[src/wb_params.svh]
//--------------------------------------
// Wishbone fabric parameters
//--------------------------------------
`ifndef WB_PARAMS_SVH
`define WB_PARAMS_SVH

// Data width and byte enables of one bus word
`define WB_ARCHBITSZ 32
`define WB_SELBITSZ 4

// Word address, byte address without the byte-offset bits
`define WB_ADDRBITSZ 30

// Number of slaves on the fabric
`define WB_SLAVECOUNT 3

// Byte address where the first slave window starts
`define WB_FIRST_ADDR 32'h0000_1000

// Slave that takes addresses outside every window
`define WB_DEFAULT_SLAVE 2

`endif

[src/wb_pkg.sv]
//--------------------------------------
// Wishbone fabric types
//--------------------------------------
`include "wb_params.svh"

package wb_pkg;

	// Slave index, wide enough for every slave
	typedef logic [$clog2(`WB_SLAVECOUNT)-1:0] slv_idx_t;

	// Master to slave request
	typedef struct packed {
		logic                      cyc;
		logic                      stb;
		logic                      we;
		logic [`WB_ADDRBITSZ-1:0]  adr;
		logic [`WB_SELBITSZ-1:0]   sel;
		logic [`WB_ARCHBITSZ-1:0]  dat;
	} wb_req_t;

	// Slave to master response
	typedef struct packed {
		logic                      bsy;
		logic                      ack;
		logic [`WB_ARCHBITSZ-1:0]  dat;
	} wb_rsp_t;

	// Commands from the map FSM to the slot scanner
	typedef enum logic [1:0] {
		SCAN_HOLD,
		SCAN_STEP,
		SCAN_RESTART,
		SCAN_PARK
	} scan_cmd_t;

endpackage

[src/wb_map_fsm.sv]
//--------------------------------------
// Address map sequencer
//--------------------------------------
`timescale 1ns/100ps

module wb_map_fsm (
	input  logic              clk_i,
	input  logic              rst_i,
	input  logic              hit_i,
	input  logic              last_i,
	input  logic              req_active_i,
	input  logic              is_default_i,
	output wb_pkg::scan_cmd_t scan_cmd_o,
	output logic              table_we_o,
	output logic              map_ready_o,
	output logic              lookup_bsy_o
);

	typedef enum logic [1:0] {
		ST_SETTLE,
		ST_BUILD,
		ST_LOCATE,
		ST_ROUTED
	} state_t;

	state_t state_q;
	state_t state_d;
	logic   map_ready_q;
	logic   map_ready_d;
	logic   miss;

	// Only an active request can leave its window
	assign miss = req_active_i && !hit_i;

	always_ff @(posedge clk_i) begin
		if (rst_i) begin
			state_q <= ST_SETTLE;
			map_ready_q <= 1'b0;
		end else begin
			state_q <= state_d;
			map_ready_q <= map_ready_d;
		end
	end

	always_comb begin
		state_d = state_q;
		map_ready_d = map_ready_q;
		scan_cmd_o = wb_pkg::SCAN_HOLD;
		table_we_o = 1'b0;

		case (state_q)
			// Table and size registers follow the new index here
			ST_SETTLE: begin
				state_d = map_ready_q ? ST_LOCATE : ST_BUILD;
			end

			// One table entry per slave, then rewind for the first lookup
			ST_BUILD: begin
				table_we_o = 1'b1;
				state_d = ST_SETTLE;
				if (last_i) begin
					scan_cmd_o = wb_pkg::SCAN_RESTART;
					map_ready_d = 1'b1;
				end else begin
					scan_cmd_o = wb_pkg::SCAN_STEP;
				end
			end

			ST_LOCATE: begin
				if (!miss) begin
					state_d = ST_ROUTED;
				end else begin
					state_d = ST_SETTLE;
					if (is_default_i)
						scan_cmd_o = wb_pkg::SCAN_RESTART;
					else if (last_i)
						scan_cmd_o = wb_pkg::SCAN_PARK;
					else
						scan_cmd_o = wb_pkg::SCAN_STEP;
				end
			end

			// Address left the window, search again from slave 0
			ST_ROUTED: begin
				if (miss) begin
					scan_cmd_o = wb_pkg::SCAN_RESTART;
					state_d = ST_SETTLE;
				end
			end

			default: begin
				state_d = ST_SETTLE;
			end
		endcase
	end

	assign map_ready_o = map_ready_q;

	// Busy rises in the same cycle as a miss
	assign lookup_bsy_o = (state_q != ST_ROUTED) || miss;

endmodule

[src/wb_slot_scan.sv]
//--------------------------------------
// Slave slot scanner
//--------------------------------------
`timescale 1ns/100ps
`include "wb_params.svh"

module wb_slot_scan (
	input  logic                     clk_i,
	input  logic                     rst_i,
	input  wb_pkg::scan_cmd_t        scan_cmd_i,
	input  logic                     map_ready_i,
	input  logic [`WB_ARCHBITSZ-1:0] step_size_i,
	input  logic [`WB_ARCHBITSZ-1:0] park_addr_i,
	output wb_pkg::slv_idx_t         idx_o,
	output logic [`WB_ARCHBITSZ-1:0] lo_o,
	output logic                     last_o,
	output logic                     is_default_o
);

	localparam wb_pkg::slv_idx_t LAST_IDX = wb_pkg::slv_idx_t'(`WB_SLAVECOUNT - 1);
	localparam wb_pkg::slv_idx_t DEF_IDX = wb_pkg::slv_idx_t'(`WB_DEFAULT_SLAVE);

	always_ff @(posedge clk_i) begin
		if (rst_i) begin
			idx_o <= '0;
			lo_o <= `WB_FIRST_ADDR;
			is_default_o <= 1'b0;
		end else begin
			case (scan_cmd_i)
				wb_pkg::SCAN_STEP: begin
					idx_o <= idx_o + 1'b1;
					is_default_o <= 1'b0;
					// Build stacks by size, lookup starts past the previous high bound
					if (map_ready_i)
						lo_o <= step_size_i + 1'b1;
					else
						lo_o <= lo_o + step_size_i;
				end
				wb_pkg::SCAN_RESTART: begin
					idx_o <= '0;
					lo_o <= `WB_FIRST_ADDR;
					is_default_o <= 1'b0;
				end
				// Unmapped address becomes offset zero of the default slave
				wb_pkg::SCAN_PARK: begin
					idx_o <= DEF_IDX;
					lo_o <= park_addr_i;
					is_default_o <= 1'b1;
				end
				default: begin
				end
			endcase
		end
	end

	assign last_o = (idx_o == LAST_IDX);

endmodule

[src/wb_mux.sv]
//--------------------------------------
// Wishbone address-map interconnect
//--------------------------------------
`timescale 1ns/100ps
`include "wb_params.svh"

module wb_mux (
	input  logic                     clk_i,
	input  logic                     rst_i,
	input  wb_pkg::wb_req_t          m_req_i,
	output wb_pkg::wb_rsp_t          m_rsp_o,
	output wb_pkg::wb_req_t          s_req_o [`WB_SLAVECOUNT],
	input  wb_pkg::wb_rsp_t          s_rsp_i [`WB_SLAVECOUNT],
	input  logic [`WB_ARCHBITSZ-1:0] mapsz_i [`WB_SLAVECOUNT]
);

	localparam int OFFW = $clog2(`WB_SELBITSZ);

	// Inclusive high byte address of each window
	logic [`WB_ARCHBITSZ-1:0] hi_tbl [`WB_SLAVECOUNT];
	logic [`WB_ARCHBITSZ-1:0] hi_q;
	logic [`WB_ARCHBITSZ-1:0] mapsz_q;
	logic [`WB_ARCHBITSZ-1:0] lo;
	logic [`WB_ARCHBITSZ-1:0] byte_addr;
	logic [`WB_ARCHBITSZ-1:0] step_size;
	logic [OFFW-1:0]          byte_off;
	logic [`WB_ADDRBITSZ-1:0] rebased_adr;
	wb_pkg::slv_idx_t         idx;
	wb_pkg::scan_cmd_t        scan_cmd;
	logic                     table_we;
	logic                     map_ready;
	logic                     lookup_bsy;
	logic                     hit;
	logic                     last;
	logic                     is_default;
	logic                     req_active;

	// Lowest enabled byte gives the byte offset
	always_comb begin
		byte_off = '0;
		for (int b = `WB_SELBITSZ - 1; b >= 0; b--) begin
			if (m_req_i.sel[b])
				byte_off = OFFW'(b);
		end
	end

	assign byte_addr = {m_req_i.adr, byte_off};
	assign req_active = m_req_i.cyc && m_req_i.stb;

	// A parked lookup matches only the address it parked on
	assign hit = is_default ? (byte_addr == lo) : ((byte_addr >= lo) && (byte_addr <= hi_q));

	assign rebased_adr = m_req_i.adr - lo[`WB_ARCHBITSZ-1:OFFW];
	assign step_size = map_ready ? hi_q : mapsz_q;

	always_ff @(posedge clk_i) begin
		hi_q <= hi_tbl[idx];
		if (!map_ready)
			mapsz_q <= mapsz_i[idx];
		if (table_we)
			hi_tbl[idx] <= lo + mapsz_q - 1'b1;
	end

	wb_map_fsm u_fsm (
		.clk_i        (clk_i),
		.rst_i        (rst_i),
		.hit_i        (hit),
		.last_i       (last),
		.req_active_i (req_active),
		.is_default_i (is_default),
		.scan_cmd_o   (scan_cmd),
		.table_we_o   (table_we),
		.map_ready_o  (map_ready),
		.lookup_bsy_o (lookup_bsy)
	);

	wb_slot_scan u_scan (
		.clk_i        (clk_i),
		.rst_i        (rst_i),
		.scan_cmd_i   (scan_cmd),
		.map_ready_i  (map_ready),
		.step_size_i  (step_size),
		.park_addr_i  (byte_addr),
		.idx_o        (idx),
		.lo_o         (lo),
		.last_o       (last),
		.is_default_o (is_default)
	);

	for (genvar i = 0; i < `WB_SLAVECOUNT; i++) begin : g_slv
		logic route;

		assign route = (idx == wb_pkg::slv_idx_t'(i)) && !lookup_bsy;

		always_comb begin
			s_req_o[i] = m_req_i;
			s_req_o[i].adr = rebased_adr;
			s_req_o[i].cyc = route && m_req_i.cyc;
			s_req_o[i].stb = route && m_req_i.stb;
		end
	end

	// Response from the selected slave, held off while a lookup runs
	always_comb begin
		m_rsp_o.bsy = lookup_bsy || s_rsp_i[idx].bsy;
		m_rsp_o.ack = !lookup_bsy && s_rsp_i[idx].ack;
		m_rsp_o.dat = s_rsp_i[idx].dat;
	end

endmodule

[config.mk]
export PLATFORM = sky130hd
export DESIGN_NAME = wb_mux
export DESIGN_NICKNAME = d
export VERILOG_FILES = /design/src/wb_pkg.sv /design/src/wb_map_fsm.sv /design/src/wb_slot_scan.sv /design/src/wb_mux.sv
export VERILOG_INCLUDE_DIRS = /design/src /design/src/src
export SDC_FILE = /design/constraint.sdc
export NUM_CORES = 1
export LEC_CHECK = 0
export BUFFER_PORTS_ARGS = -buffer_cell sky130_fd_sc_hd__clkbuf_2
export CAP_MARGIN = 15
export CORE_ASPECT_RATIO = 0.7
export CORE_MARGIN = 1.5
export CORE_UTILIZATION = 45
export CTS_BUF_LIST = sky130_fd_sc_hd__clkbuf_8
export DETAILED_ROUTE_END_ITERATION = 6
export PLACE_DENSITY_LB_ADDON = 0.05
export SLEW_MARGIN = 20
export SYNTH_ARGS = -nofsm -noshare
export SYNTH_HDL_FRONTEND = slang
export SYNTH_SLANG_ARGS = --single-unit
[constraint.sdc]
create_clock -name clk_i -period 5.3 [get_ports clk_i]
set_input_delay 1.06 -clock clk_i [delete_from_list [all_inputs] [get_ports clk_i]]
set_output_delay 1.06 -clock clk_i [all_outputs]
set_load 0.05 [all_outputs]
# Yosys cells after proc, flatten, opt, wreduce, memory -nomap -nowiden
# Memory sizes are Yosys's and may differ from the RTL's. A register that Yosys moved wholly into a read port is not among the register bits.
# Index checks and enable logic that the tools add are counted.
op_classes:
  addsub: 6
  order_cmp: 3
  n_eq_ne: 11
  n_mux: 29
  n_bitwise: 1
  n_reduce_logical: 23
ops:
  columns: ["cell", "count"]
  rows:
  - ["2-to-1 mux 32 bit", 4]
  - ["case mux 32 bit (3 select lines)", 1]
  - ["binary-select mux 34 bit (select 2 bit)", 1]
  - ["2-to-1 mux 34 bit", 2]
  - ["adder 32 bit", 2]
  - ["binary-select mux 32 bit (select 2 bit)", 1]
  - ["adder 32 x 1 -> 32 bit, second input constant", 1]
  - ["equality test 32 bit", 1]
  - [">= comparator 32 bit", 1]
  - ["less-or-equal comparator 32 bit", 1]
  - ["subtractor 32 x 1 -> 32 bit, second input constant", 1]
  - ["subtractor 30 bit", 1]
  - ["2-to-1 mux 2 bit", 12]
  - ["logical AND 1 bit", 13]
  - ["case mux 2 bit (3 select lines)", 2]
  - ["equality test 2 bit, second input constant", 5]
  - ["case mux 2 bit (4 select lines)", 1]
  - ["equality test 2 x 1 -> 1 bit, second input constant", 3]
  - ["zero test 2 bit", 2]
  - ["2-to-1 mux 1 bit", 4]
  - [">= comparator 3 bit, second input constant", 1]
  - ["NOT 2 -> 3 bit", 1]
  - ["nonzero test 3 bit", 1]
  - ["adder 2 x 1 -> 2 bit, second input constant", 1]
  - ["8 further kinds", 10]
word_totals:
  ff_bits: 70
  mem_bits_rw: 96
  inputBits: 269
  out_inout_bits: 241
  wordCells: 80
  n_memories: 1
memory_table:
  columns: ["name", "depth", "width", "read_ports", "rd_ports_with_merged_regs", "write_ports", "line_no", "source"]
  rows:
  - ["hi_tbl", 3, 32, 1, 1, 1, "wb_mux.sv:20", "logic [`WB_ARCHBITSZ-1:0] hi_tbl [`WB_SLAVECOUNT];"]

# Depth between registers and ports, before layout
logic_depth:
  word_depth: 14
  ltp_mapped: 17
  mapped_depth_nobuf: 16

# Hierarchy
# A second synthesis with hierarchy kept.
unflattened:
  hier_cells: 1893
  hier_area_um2: 16390.7
by_module_without_submodules:
  columns: ["module", "instances", "cells_each", "area_each_um2", "seq_area_each_um2"]
  rows:
  - ["wb_mux", 1, 1456, 13010.0, 4484.3]
  - ["wb_slot_scan", 1, 417, 3218.1, 700.7]
  - ["wb_map_fsm", 1, 20, 162.7, 60.1]

# Least setup slack after synthesis
# No wires, ideal clock.
synth_path:
  path_type: "input -> output"
  from: "in m_req_i[36] (netlist name)"
  to: "out s_req_o[133] (netlist name)"
  arrival_time_ns: 5.509
  required_ns: 4.240
  slack_ns: -1.269
  cell_stages: 12
  n_path_buf: 1
  cell_sequence: "inv_1 > ha_1 > fa_1 > o221ai_1 > a311o_1 > nand3_1 > a211oi_1 > o21bai_1 > a31oi_1 > o41ai_2 > o311ai_0 > buf_4"
synth_rtl:
  columns: ["item", "line_no", "source"]
  rows:
  - ["from (decl)", "wb_mux.sv:10", "input wb_pkg::wb_req_t m_req_i,"]
  - ["to (decl)", "wb_mux.sv:12", "output wb_pkg::wb_req_t s_req_o [`WB_SLAVECOUNT],"]

==> results.ini <==
[finish]
post-route-cell-area_um2=18100
nets=2493
seq_area_um2=5250
fill_cells=3425
multi_input_area_um2=8860
area_delta_synth_final_pct=10.9
drive_above_1_share_pct=24.1

[clock_tree]
post_cts_buffers=0
cts_sinks=198
h-tree-depth=4
root_buffer=clkbuf_8
cts-resized-gates=0
clk_path_buf_depth=2
cts_buffers=17
clkTransAtPathRegs_ns=0.13
clock_latency_ns=0.52
hold_buffers=0
tritoncts=built

[critical_path]
cp_num_buf_inv=3
arrival_ns=4.02
r2r_end=u_scan.lo_o[27]
r2r_cells=12
cp_max_fo=5
required_ns=4.24
slowest_stage=a211oi_1
path_cells=clkbuf_2 -> nor3_1 -> ha_1 -> nor2b_1 -> o211ai_1 -> a21oi_1 -> a211oi_1 -> o221a_2 -> o31a_1 -> o21ai_0 -> nor2_1 -> buf_4 -> and3_1 -> clkbuf_2
r2r-start=u_fsm.map_ready_o
start_kind=primary input
cp-end-kind=output port
worstSetupStartpoint=m_req_i[32]
cp_top_family=compound AO/OA/AOI/OAI gates
worst_path_most_repeated_cell=clkbuf_2
slowest_delay_ns=0.39
r2r_slack_ns=1.15
worstSetupPathType=in -> out

[floorplanning]
core_um2=35800
die_height_um=162
fp.dieW_um=231
dieArea_um2=37400
rows=58
io_pins=510
start_util_pct=45.5

[synth]
synthCells=1871
synth_area_um2=16300
synthArstFlopShare_pct=0
synth_area_leader_cell=edfxtp_1
syn_avg_cell_area_um2=8.72
ys_types=91
synth_nets=2303
yosysWarnings=0
synth_top_area_share_pct=23.6
synth_edf_count=128
synthTopCellsByArea=edfxtp_1, ha_1, dfxtp_1, buf_4, mux2i_1
synth_top_flop_cell=edfxtp_1
ys_ff_latch=198
synth-seq-area-share_pct=32.1

[global_routing]
grt_pass1_vias=12600
grt_usage_pct=26.6
grt_overflow_total=0
antenna_found_initial=1
grt_pass1_wl_mm=74.9
grt_max_degree=84

[pwr]
vdd_drop_max_mv=0.217
p_leak_uw=0.00819
power_density_nw_per_um2=573
finalPower_uw=10400

[sta]
fmax_ghz=0.197
post-route-min-period_ns=5.08
hold_viol=0
slew_violations=0
rsz0062_at_grt=false
finalClockSkew_ns=0.0279
setup_viol=0
finalCritPeriodShare_pct=95.9
tightest_slew_ns=0.935
slew_headroom_pct=37.7
setup_tns_ns=0

[routing]
routed_wl_mm=50.7
drc_errors=0
dr.pass1.iters=5
wl_per_cell_um=19.8
drtAntennaViolNets=0
drt_iter0_drc=1010
vias_per_cell=5.42
vias=13800

[hold_path]
hp-class=reg -> reg
hold_depth=2
min_to=hi_q[26]
min_from=hi_tbl[2][26]

[placed_design]
port_buffers=377
dpl-instance-area_um2=17600
gp_congestion=0.892
hpwl_mm=40.3

[flow_run]
cap_violations=0

[outcome]
status=completed

## power breakdown
group          total, µW  switching, µW  internal [µW]
clock network       1100            707            389
logic               6610           4490           2120
registers           2670            269           2400
## worst min-delay path, cell delays in order, from the launching register on
cell      delay, ns
edfxtp_1       0.33
nand2_1        0.04
o21ai_0        0.06
## synthesized netlist by cell type (11+ instances only)
library cell,n
inv_1,193
nand2b_1,11
edfxtp_1,128
nor2b_1,12
buf_2,15
nand4_1,11
a211oi_1,14
nor2_1,107
a21o_1,38
nand3_1,22
xnor2_1,49
clkbuf_1,39
nor3_1,24
and3_1,15
o21bai_1,11
nand2_1,186
a21oi_1,93
o21a_1,16
o21ai_0,169
xor2_1,24
dfxtp_1,70
buf_4,174
mux2i_1,105
a22oi_1,20
ha_1,160
## layout by cell type (no fill, tap or decap), types with 6 or more instances in the layout
master,instances
inv_1,192
clkbuf_2,370
xnor2_1,47
nor2_1,106
mux2_2,10
clkbuf_8,17
edfxtp_1,128
and3_1,15
o211ai_1,6
nand3_1,22
mux2i_1,105
o31ai_1,7
a21oi_1,93
and2_1,9
a22oi_1,20
nor2b_1,12
o21ai_0,168
nand2_1,186
a211oi_1,13
a31oi_1,7
or2_2,6
o21bai_1,11
nor3_1,24
nand2b_1,11
ha_1,160
buf_4,30
o21a_1,16
nand4_1,11
dfxtp_1,67
o21ai_1,8
clkinv_8,6
a21o_1,38
xor2_1,24
## flip-flops by register name (all words and copies together) (netlist names)
signal and flops:
u_scan.lo_o 32, u_scan.idx_o 2, u_scan.is_default_o 1, hi_tbl 96
u_fsm.state_q 2, u_fsm.map_ready_o 1, hi_q 32, mapsz_q 32
## kinds of logic after synthesis
| kind of cell | count (synthesis) | share of synthesized area (%) |
|---|---|---|
| AND/OR/NAND/NOR | 428 | 11.9 |
| multiplexers | 115 | 7.13 |
| XOR/XNOR | 73 | 3.92 |
| flip-flops | 198 | 32.1 |
| adder cells (fa/ha/maj) | 163 | 12.6 |
| buffers and inverters | 431 | 14.0 |
| AO/OA/AOI/OAI | 463 | 18.2 |
## metrics by stage
stage	worst slack, ns	hold slack, ns	utilization, %	cells
after detailed placement	0.0432	0.432	49.0	2521
after CTS	0.0325	0.457	50.3	2553
after floorplan	-0.00766	0.422	-	1871
after global placement	0.0893	0.430	49.0	2521
after global routing	0.00643	0.462	50.5	2555
final	0.216	0.447	50.5	2555
## worst max path at each step
stage	cells past startpoint	to	slack [ns]
5_1_grt	13	s_req_o[203]	0.006
4_1_cts	13	s_req_o[65]	0.03
6_report	14	s_req_o[205]	0.22
3_3_place_gp	13	s_req_o[65]	0.09
3_5_place_dp	13	s_req_o[65]	0.04
2_1_floorplan	12	s_req_o[133]	-0.008
## final cells by class
| cell class | count | area share [%] |
|---|---|---|
| diodes | 1 | 0.0138 |
| clock buffers | 17 | 1.29 |
| clock inverters | 15 | 1.23 |
| inverters | 194 | 4.02 |
| multi-input cells | 1242 | 48.9 |
| flip-flops and latches | 198 | 29.0 |
| well taps | 480 | 3.32 |
| repair buffers | 408 | 12.2 |
## metal layers
layer	vias to the layer above	wire length, µm	GRT usage, %
met5	-	0	0.260
met4	0	844	5.79
met3	34	3580	4.46
met2	617	20700	38.4
met1	6416	25600	41.0
li1	6771	-	-
Note: power is estimated with default switching activity, not from simulation.
